### src/logic/bus_word_pkg.sv
package bus_word_pkg;

    // Width of the shared data bus
    localparam int data_width = 32;

    // Largest device count that the address map can name
    localparam int max_devices = 8;

    // Device field at the top of a virtual address
    localparam int dev_index_width = 3;

    // Offset inside the addressed device
    localparam int offset_width = data_width - dev_index_width;

    // Virtual address as a master puts it on the bus
    typedef struct packed {
        logic [dev_index_width-1:0] dev_index;
        logic [offset_width-1:0]    offset;
    } virt_addr_t;

    // One bus word, seen as plain data or as an address.
    // The translator reads the addr view, everything else moves data
    typedef union packed {
        logic [data_width-1:0] data;
        virt_addr_t            addr;
    } bus_word_t;

endpackage

### src/logic/bus_ctrl_pkg.sv
package bus_ctrl_pkg;

    // Width of the per-device control word
    localparam int ctrl_width = 8;

    // Control word layout from the msb down
    // wait_flag sits in bit 0 and we in bit 1
    typedef struct packed {
        logic [2:0] reserved;
        logic [2:0] burst;
        logic       we;
        logic       wait_flag;
    } ctrl_fields_t;

    // Transfer sequencer states
    typedef enum logic [2:0] {
        // Waiting for any request
        idle      = 3'd0,
        // Master acknowledged, attributes latched here
        ack       = 3'd1,
        // Physical address on the bus
        addr      = 3'd2,
        // Slave selected, address held, control forced
        ack_slave = 3'd3,
        // Data moving until the master drops req
        busy      = 3'd4,
        // Grant and slave select clear
        finish    = 3'd5
    } seq_state_t;

endpackage

### src/logic/request_arbiter.sv
`timescale 1ns/1ps

module request_arbiter #(
    parameter int num_devices = 8
) (
    input  logic                   clk,
    input  logic                   reset,
    input  logic                   enable,
    input  logic                   clear,
    input  logic [num_devices-1:0] req,
    output logic [num_devices-1:0] grant
);

    logic [num_devices-1:0] lowest_req;

    // Two's complement trick isolates the lowest set bit,
    // so device 0 always wins
    assign lowest_req = req & (~req + 1'b1);

    // Grant only moves while enabled, otherwise it holds for the transfer
    always_ff @(posedge clk) begin
        if (reset) begin
            grant <= '0;
        end else if (clear) begin
            grant <= '0;
        end else if (enable) begin
            grant <= lowest_req;
        end
    end

    // Never more than one master owns the bus
    grant_onehot: assert property (
        @(posedge clk) disable iff (reset)
        $onehot0(grant)
    ) else $error("arbiter granted more than one master: %b", grant);

endmodule

### src/logic/address_translator.sv
`timescale 1ns/1ps

module address_translator #(
    parameter int num_devices = 8
) (
    input  bus_word_pkg::bus_word_t virt_addr,
    output bus_word_pkg::bus_word_t phys_addr,
    output logic [num_devices-1:0]  dev_select
);

    logic [bus_word_pkg::dev_index_width-1:0] dev_index;

    assign dev_index = virt_addr.addr.dev_index;

    // Slave sees only the offset, device field zeroed
    always_comb begin
        phys_addr.addr.dev_index = '0;
        phys_addr.addr.offset    = virt_addr.addr.offset;
    end

    // One-hot decode of the device field.
    // Indices past num_devices match nothing and leave the select empty
    always_comb begin
        dev_select = '0;
        for (int i = 0; i < num_devices; i++) begin
            if (int'(dev_index) == i) begin
                dev_select[i] = 1'b1;
            end
        end
    end

endmodule

### src/logic/device_select_mux.sv
`timescale 1ns/1ps

module device_select_mux #(
    parameter int num_devices = 8,
    parameter int word_width  = 32
) (
    input  logic [num_devices-1:0]                 sel,
    input  logic [num_devices-1:0][word_width-1:0] words,
    output logic [word_width-1:0]                  out
);

    // AND-OR select with each word masked by its own select bit
    always_comb begin
        out = '0;
        for (int i = 0; i < num_devices; i++) begin
            out |= words[i] & {word_width{sel[i]}};
        end
    end

    // Two set bits would OR two devices' words together
    always_comb begin
        sel_onehot: assert final ($onehot0(sel))
            else $error("mux select not one-hot: %b", sel);
    end

endmodule

### src/logic/transfer_sequencer.sv
`timescale 1ns/1ps

module transfer_sequencer #(
    parameter int num_devices = 8
) (
    input  logic                       clk,
    input  logic                       reset,
    input  logic [num_devices-1:0]     req,
    input  logic [num_devices-1:0]     grant,
    input  logic [num_devices-1:0]     dev_select,
    input  bus_ctrl_pkg::ctrl_fields_t master_ctrl,
    output logic                       arb_enable,
    output logic                       arb_clear,
    output logic [num_devices-1:0]     slave_en,
    output logic [num_devices-1:0]     data_sel,
    output logic [num_devices-1:0]     ctrl_sel,
    output logic                       addr_phase,
    output logic                       hold_addr,
    output logic                       force_ctrl,
    output logic                       latched_we,
    output logic [2:0]                 latched_burst
);

    bus_ctrl_pkg::seq_state_t state;
    bus_ctrl_pkg::seq_state_t next_state;

    logic slave_load;
    logic slave_clear;
    logic data_from_slave;
    logic ctrl_from_slave;
    logic req_dropped;

    // Grant still points at the initiating master during the transfer
    assign req_dropped = (req & grant) == '0;

    always_ff @(posedge clk) begin
        if (reset) begin
            state <= bus_ctrl_pkg::idle;
        end else begin
            state <= next_state;
        end
    end

    // Next state and per-state controls
    always_comb begin
        next_state      = state;
        arb_enable      = 1'b0;
        arb_clear       = 1'b0;
        slave_load      = 1'b0;
        slave_clear     = 1'b0;
        data_from_slave = 1'b0;
        ctrl_from_slave = 1'b0;
        addr_phase      = 1'b0;
        hold_addr       = 1'b0;
        force_ctrl      = 1'b0;
        case (state)
            bus_ctrl_pkg::idle: begin
                arb_enable = 1'b1;
                addr_phase = 1'b1;
                if (req != '0) begin
                    next_state = bus_ctrl_pkg::ack;
                end
            end
            bus_ctrl_pkg::ack: begin
                addr_phase = 1'b1;
                next_state = bus_ctrl_pkg::addr;
            end
            bus_ctrl_pkg::addr: begin
                addr_phase = 1'b1;
                slave_load = 1'b1;
                next_state = bus_ctrl_pkg::ack_slave;
            end
            bus_ctrl_pkg::ack_slave: begin
                // Slave gets one more look at the address
                hold_addr       = 1'b1;
                force_ctrl      = 1'b1;
                ctrl_from_slave = 1'b1;
                next_state      = bus_ctrl_pkg::busy;
            end
            bus_ctrl_pkg::busy: begin
                data_from_slave = !latched_we;
                ctrl_from_slave = 1'b1;
                if (req_dropped) begin
                    next_state = bus_ctrl_pkg::finish;
                end
            end
            bus_ctrl_pkg::finish: begin
                data_from_slave = !latched_we;
                ctrl_from_slave = 1'b1;
                arb_clear       = 1'b1;
                slave_clear     = 1'b1;
                next_state      = bus_ctrl_pkg::idle;
            end
            default: begin
                next_state = bus_ctrl_pkg::idle;
            end
        endcase
    end

    // Slave select register
    always_ff @(posedge clk) begin
        if (reset) begin
            slave_en <= '0;
        end else if (slave_clear) begin
            slave_en <= '0;
        end else if (slave_load) begin
            slave_en <= dev_select;
        end
    end

    // Direction and burst from the master's control word
    always_ff @(posedge clk) begin
        if (state == bus_ctrl_pkg::ack) begin
            latched_we    <= master_ctrl.we;
            latched_burst <= master_ctrl.burst;
        end
    end

    assign data_sel = data_from_slave ? slave_en : grant;
    assign ctrl_sel = ctrl_from_slave ? slave_en : grant;

    state_legal: assert property (
        @(posedge clk) disable iff (reset)
        state inside {bus_ctrl_pkg::idle, bus_ctrl_pkg::ack, bus_ctrl_pkg::addr,
                      bus_ctrl_pkg::ack_slave, bus_ctrl_pkg::busy, bus_ctrl_pkg::finish}
    ) else $error("sequencer in illegal state %0d", state);

    // No slave stays selected once a transfer has wound down
    idle_no_slave: assert property (
        @(posedge clk) disable iff (reset)
        state == bus_ctrl_pkg::idle |-> slave_en == '0
    ) else $error("slave_en %b set in idle", slave_en);

endmodule

### src/logic/bus_controller.sv
`timescale 1ns/1ps

module bus_controller #(
    parameter int num_devices = 8
) (
    input  logic                                         clk,
    input  logic                                         reset,
    input  logic [num_devices-1:0]                       req,
    input  bus_word_pkg::bus_word_t [num_devices-1:0]    bus_in,
    input  bus_ctrl_pkg::ctrl_fields_t [num_devices-1:0] ctrl_in,
    output logic [num_devices-1:0]                       master_ack,
    output logic [num_devices-1:0]                       slave_en,
    output bus_word_pkg::bus_word_t                      bus_out,
    output bus_ctrl_pkg::ctrl_fields_t                   ctrl_out
);

    if (num_devices < 2 || num_devices > bus_word_pkg::max_devices) begin : g_bad_count
        $error("num_devices %0d outside 2..%0d", num_devices, bus_word_pkg::max_devices);
    end

    logic [num_devices-1:0]     grant;
    logic [num_devices-1:0]     dev_select;
    logic [num_devices-1:0]     data_sel;
    logic [num_devices-1:0]     ctrl_sel;
    logic                       arb_enable;
    logic                       arb_clear;
    logic                       addr_phase;
    logic                       hold_addr;
    logic                       force_ctrl;
    logic                       latched_we;
    logic [2:0]                 latched_burst;
    bus_word_pkg::bus_word_t    data_mux_out;
    bus_word_pkg::bus_word_t    phys_addr;
    bus_word_pkg::bus_word_t    held_word;
    bus_ctrl_pkg::ctrl_fields_t ctrl_mux_out;
    bus_ctrl_pkg::ctrl_fields_t forced_ctrl;

    request_arbiter #(.num_devices(num_devices)) u_arbiter (
        .clk    (clk),
        .reset  (reset),
        .enable (arb_enable),
        .clear  (arb_clear),
        .req    (req),
        .grant  (grant)
    );

    assign master_ack = grant;

    device_select_mux #(
        .num_devices (num_devices),
        .word_width  (bus_word_pkg::data_width)
    ) u_data_mux (
        .sel   (data_sel),
        .words (bus_in),
        .out   (data_mux_out)
    );

    device_select_mux #(
        .num_devices (num_devices),
        .word_width  (bus_ctrl_pkg::ctrl_width)
    ) u_ctrl_mux (
        .sel   (ctrl_sel),
        .words (ctrl_in),
        .out   (ctrl_mux_out)
    );

    address_translator #(.num_devices(num_devices)) u_translator (
        .virt_addr  (data_mux_out),
        .phys_addr  (phys_addr),
        .dev_select (dev_select)
    );

    transfer_sequencer #(.num_devices(num_devices)) u_sequencer (
        .clk           (clk),
        .reset         (reset),
        .req           (req),
        .grant         (grant),
        .dev_select    (dev_select),
        .master_ctrl   (ctrl_mux_out),
        .arb_enable    (arb_enable),
        .arb_clear     (arb_clear),
        .slave_en      (slave_en),
        .data_sel      (data_sel),
        .ctrl_sel      (ctrl_sel),
        .addr_phase    (addr_phase),
        .hold_addr     (hold_addr),
        .force_ctrl    (force_ctrl),
        .latched_we    (latched_we),
        .latched_burst (latched_burst)
    );

    // Last cycle's bus word, replayed while the slave is being selected
    always_ff @(posedge clk) begin
        held_word <= bus_out;
    end

    always_comb begin
        if (hold_addr) begin
            bus_out = held_word;
        end else if (addr_phase) begin
            bus_out = phys_addr;
        end else begin
            bus_out = data_mux_out;
        end
    end

    // Wait asserted toward the slave along with the transfer attributes
    always_comb begin
        forced_ctrl.reserved  = '0;
        forced_ctrl.burst     = latched_burst;
        forced_ctrl.we        = latched_we;
        forced_ctrl.wait_flag = 1'b1;
    end

    assign ctrl_out = force_ctrl ? forced_ctrl : ctrl_mux_out;

endmodule

### config.mk
export PLATFORM = sky130hd
export DESIGN_NAME = bus_controller
export DESIGN_NICKNAME = d
export VERILOG_FILES = /design/src/logic/bus_word_pkg.sv /design/src/logic/bus_ctrl_pkg.sv /design/src/logic/request_arbiter.sv /design/src/logic/address_translator.sv /design/src/logic/device_select_mux.sv /design/src/logic/transfer_sequencer.sv /design/src/logic/bus_controller.sv
export SDC_FILE = /design/constraint.sdc
export NUM_CORES = 1
export LEC_CHECK = 0
export BUFFER_PORTS_ARGS = -buffer_cell sky130_fd_sc_hd__clkbuf_2
export CAP_MARGIN = 10
export CORE_AREA = 2 2 151 153
export DETAILED_ROUTE_END_ITERATION = 12
export DIE_AREA = 0 0 153 155
export GPL_ROUTABILITY_DRIVEN = 0
export PLACE_DENSITY = 0.56
export SYNTH_ARGS = -nofsm -noshare
export SYNTH_HDL_FRONTEND = slang
export SYNTH_SLANG_ARGS = --single-unit
### constraint.sdc
create_clock -name clk -period 2.2 [get_ports clk]
set_input_delay 0.33 -clock clk [delete_from_list [all_inputs] [get_ports clk]]
set_output_delay 0.33 -clock clk [all_outputs]
set_load 0.02 [all_outputs]
* Yosys cells after proc, flatten, opt, wreduce, memory -nomap -nowiden *
Index checks and enable logic that the tools add are counted.

storage, ports and cells
  word-level logic and storage cells = 87
  bits in registers = 55
  output and inout bits = 56
  input port bits = 330

cells by class
  reductions and logical operators = 10
  eq/ne operators = 14
  muxes and demuxes = 23
  bitwise gates (word level) = 33
  add/subtract/negate cells = 1

operators by type and width
  kind                                                                     number
  32-bit AND                                                               8
  32-bit bitwise OR                                                        7
  8-bit AND                                                                10
  32-bit 2-to-1 mux                                                        2
  8-bit bitwise OR                                                         7
  8-bit 2-to-1 mux                                                         3
  3-bit equality test, second input constant                               6
  1-bit 2-to-1 mux                                                         15
  3-bit case mux with 5 select lines                                       1
  3-bit by 2-bit equality test with 1-bit output, second input constant    4
  8-bit by 1-bit adder with 8-bit output, second input constant            1
  8-bit zero test                                                          1
  8-bit inverter                                                           1
  8-bit nonzero test                                                       1
  3-bit by 1-bit equality test with 1-bit output, second input constant    2
  3-bit zero test                                                          2
  3-bit 2-to-1 mux                                                         2
  3-bit OR reduction                                                       2
  2-bit by 1-bit inequality test with 1-bit output, second input constant  2
  2-bit OR reduction                                                       2
  2-bit AND reduction                                                      1
  1-bit zero test                                                          1

* Logic depth before layout (Yosys ltp) *
  depth after elaboration = 14
  mapped depth = 8
  gate-level depth less buffers = 5

* By module *
From an unflattened synthesis, not the netlist that was laid out.

unflattened totals
  cells, all modules = 557
  area total of the unflattened synthesis = 4734.5 µm²

modules (own cells, without submodules)
  module                          area an instance (µm²)  instances  seq. area each (µm²)  cells an instance
  bus_controller                  1430.1                  1          640.6                 148
  device_select_mux (u_data_mux)  1318.8                  1          0.0                   184
  transfer_sequencer              999.7                   1          340.3                 97
  request_arbiter                 356.6                   1          160.2                 39
  device_select_mux (u_ctrl_mux)  320.3                   1          0.0                   48
  address_translator              309.0                   1          0.0                   41

* Worst setup path before layout *
Ideal clock, no wire load.

  path kind = register -> output
  from = register u_sequencer.latched_we
  to = output port bus_out[23] (netlist bit)
  path buffers = 3
  path slack = -0.091 ns
  arrival time = 1.961 ns
  required time = 1.870 ns
  cell stages (with the launch flop) = 9
  cells stage by stage = edfxtp_1 -> nor3b_2 -> buf_6 -> mux2_2 -> buf_2 -> buf_6 -> a22o_1 -> a221oi_1 -> a31oi_1

RTL lines
  what                    RTL line                   RTL
  start, declared         transfer_sequencer.sv:20   output logic latched_we,
  start signal, assigned  transfer_sequencer.sv:114  latched_we <= master_ctrl.we;
  end, declared           bus_controller.sv:13       output bus_word_pkg::bus_word_t bus_out,

==> summary.txt <==
Status
  • Status: complete, but fails checks
  • Failing checks: setup timing

GRT
  • GRT Resource Usage Total: 0.201
  • Grt total ovfl: 0
  • Pin count of the biggest net entering global routing: 41
  • Initial antenna violation count: 0
  • Global-route wire length before repair: 36500 µm
  • Number of global-route vias before repair: 6222

Critical path
  • Critical path arrival: between 2 and 3 ns
  • Worst path cell trace: nor3b_2 -> buf_6 -> mux2_2 -> buf_12 -> a22o_1 -> a221oi_2 -> a31oi_1 -> buf_2
  • CP Class: reg2out
  • Crit path required time: roughly 1.9 ns
  • Peak fanout along the critical path: 16
  • Buf/Inv on CP: 3
  • Crit path largest cell delay: between 0.4 and 0.5 ns
  • Crit. End Element: output port
  • Crit start category: flop
  • R2r setup slk: -0.16 ns
  • Crit-path leading delay family: compound AO/OA/AOI/OAI gates
  • Slowest-stage cell, CP: edfxtp_1

Timing
  • Fin crit share: 1.31
  • Post-route worst hold slack: just over 0.3 ns
  • Worst-margin pin slew: between 0.4 and 0.5 ns
  • Final WS setup: -0.691 ns
  • Peak Freq: roughly 0.35 GHz
  • Tmin final: roughly 2.9 ns
  • RSZ-0062 raised after global routing: yes
  • Clock skew: 0.0144 ns
  • Final setup viols: 49
  • Hold Violations, Final: 0
  • Pins over their slew limit: 0
  • Worst slew margin: 0.686

Final layout
  • Area growth from synthesis to layout: 103%
  • Final net count: 1274
  • Final core utilization: 0.376
  • Antenna cell count: 0
  • Footprint of the multi-input gates: around 3600 µm²
  • Design Area, Final: around 8400 µm²
  • Share of cells above drive strength 1: 0.683
  • Sequential Area: approximately 1100 µm²
  • Fillers: around 2200
  • Final std cells w/o fill: roughly 1200

Route
  • Antenna viol nets, final: 0
  • DRT iter0 DRCs: roughly 470
  • Drt pass-1 iters: 6
  • Vias: roughly 6300
  • Total Wirelength: between 20000 and 30000 µm
  • Vias per cell: between 5 and 6
  • DRC violations left: 0
  • WL per Instance: between 20 and 25 µm

Clock tree
  • CTS Buf Count: 5
  • H-Tree Depth: 2
  • CTS tree: done
  • Skew-Pair Late Insertion Delay: 0.31 ns
  • Hold buffers post-CTS: 0
  • Root Driver: clkbuf_16
  • Clk sinks: 55
  • Worst-path clk slew: about 0.090 ns
  • Clock Tree Buf Depth: 2

Die
  • Die span in y: ~160 µm
  • Starting Density: 0.185
  • Die W: approximately 150 µm
  • Row count: 55
  • Core area: around 22000 µm²
  • Die area: around 24000 µm²
  • Num ports: around 390

Pwr
  • Maximum VDD drop: ~0.00027 V
  • Pwr/cell area: about 400 nW/µm²
  • Pleak: 3.90 nW

Yosys
  • Most common cell in the netlist: a22o_1
  • Top post-synthesis cells by area: dfxtp_1, a22o_1, a221oi_1
  • Synth top area share: 0.248
  • Async set-reset flop share out of synthesis: 0
  • Top cell type by total area after synthesis: dfxtp_1
  • Synth unique cells: 50
  • Number of synthesized flops with an enable pin: 4
  • Post-synth net total: between 800 and 900
  • Synth warn: 0
  • Ys flop type: dfxtp_1
  • Syn Area/Cell: 8.69 µm²
  • Synth top cells by count: a22o_1, a221oi_1, dfxtp_1
  • Register area share after synthesis: 0.277
  • Flops & latches, synth: 55
  • Mapped Area: around 4100 µm²
  • Syn Inst Count: about 470

Placement
  • Dpl cell area: between 7000 and 8000 µm²
  • Buffers on Ports: between 300 and 400
  • DP Cell Count: between 1000 and 1500
  • Hpwl dp: 20400 µm

Hold path
  • Hold Path Class: in2reg

Run
  • Max cap viols: 0
==> metal layers <==
metal | wire length (µm) | vias to the layer above | track usage
met4 | 581 | 0 | 0.0556
met3 | 2000 | 42 | 0.0429
li1 | - | 2933 | -
met5 | 0 | - | 0
met2 | 12600 | 322 | 0.342
met1 | 11000 | 2993 | 0.259
==> report_power, final <==
part | switching, W | internal [W] | leakage (nW) | total [W]
registers | 0.0000386 | 0.00111 | 0.458 | 0.00115
logic | 0.000734 | 0.000685 | 3.37 | 0.00142
clock network | 0.000437 | 0.000432 | 0.0746 | 0.000868
total | 0.00121 | 0.00223 | 3.90 | 0.00344
==> state kept, by name, indices dropped and copies added, names as in the netlist <==
signal / cells
u_arbiter.grant: 8
u_sequencer.latched_burst: 3
held_word: 32
u_sequencer.state: 3
u_sequencer.latched_we: 1
u_sequencer.slave_en: 8
==> final cells by class <==
type | instances | share of cell area
timing repair buffer | 502 | 0.366
tap | 285 | 0.0427
inverter | 3 | 0.00135
sequential | 55 | 0.137
clock inverter | 3 | 0.00269
clock buffer | 5 | 0.0150
multi-input combinational | 377 | 0.436
==> stage by stage <==
stage                     setup TNS (ns)  worst slack, ns  total power, W
after floorplan                   -0.593          -0.0482         0.00175
after CTS                         -24.13           -0.673         0.00337
after global routing              -29.29           -0.765         0.00361
final                             -22.94           -0.691         0.00344
after global placement            -10.46           -0.376         0.00243
after detailed placement          -11.92           -0.392         0.00243
==> path summary, 6_finish.rpt <==
check	from	to	depth (start not counted)
max reg2reg	u_sequencer.latched_we	u_sequencer.slave_en[6]	9
max	u_sequencer.latched_we	bus_out[11]	8
min reg2reg	held_word[30]	held_word[30]	1
min	reset	u_sequencer.state[0]	2
==> cells in the final DEF (no fill, tap or decap), types with 5 or more instances in the layout <==
master / Yosys / layout
a2111oi_4: 2 / 9
a21boi_0: 14 / 5
a21boi_1: 2 / 5
a21oi_1: 7 / 7
a221oi_1: 59 / 18
a221oi_2: 0 / 36
a221oi_4: 0 / 5
a22o_1: 62 / 60
a22oi_1: 21 / 14
a22oi_2: 1 / 8
a31oi_1: 33 / 13
a31oi_2: 0 / 18
a32o_1: 8 / 8
buf_12: 0 / 13
buf_2: 17 / 21
buf_4: 1 / 91
buf_6: 3 / 19
clkbuf_16: 0 / 5
clkbuf_2: 0 / 356
dfxtp_1: 51 / 49
mux2_4: 1 / 7
mux2i_1: 11 / 11
nand2_1: 29 / 24
nand3_1: 14 / 10
nand3_2: 2 / 6
nor2_1: 47 / 46
nor3b_1: 10 / 5
==> logic make-up after synthesis <==
logic type / synth area share
AOI/OAI and AO/OA: 0.474
and+or+nand+nor: 0.145
DFF: 0.277
buffers and inverters: 0.0544
muxes: 0.0495
==> repair_timing <==
action | CTS | global route
gates cloned | 0 | 2
pin swaps | 6 | 25
buffers inserted | 10 | 12
endpoints found under the setup margin | 56 | 76
resized for setup | 65 | 95
Note: power is estimated with default switching activity, not from simulation.
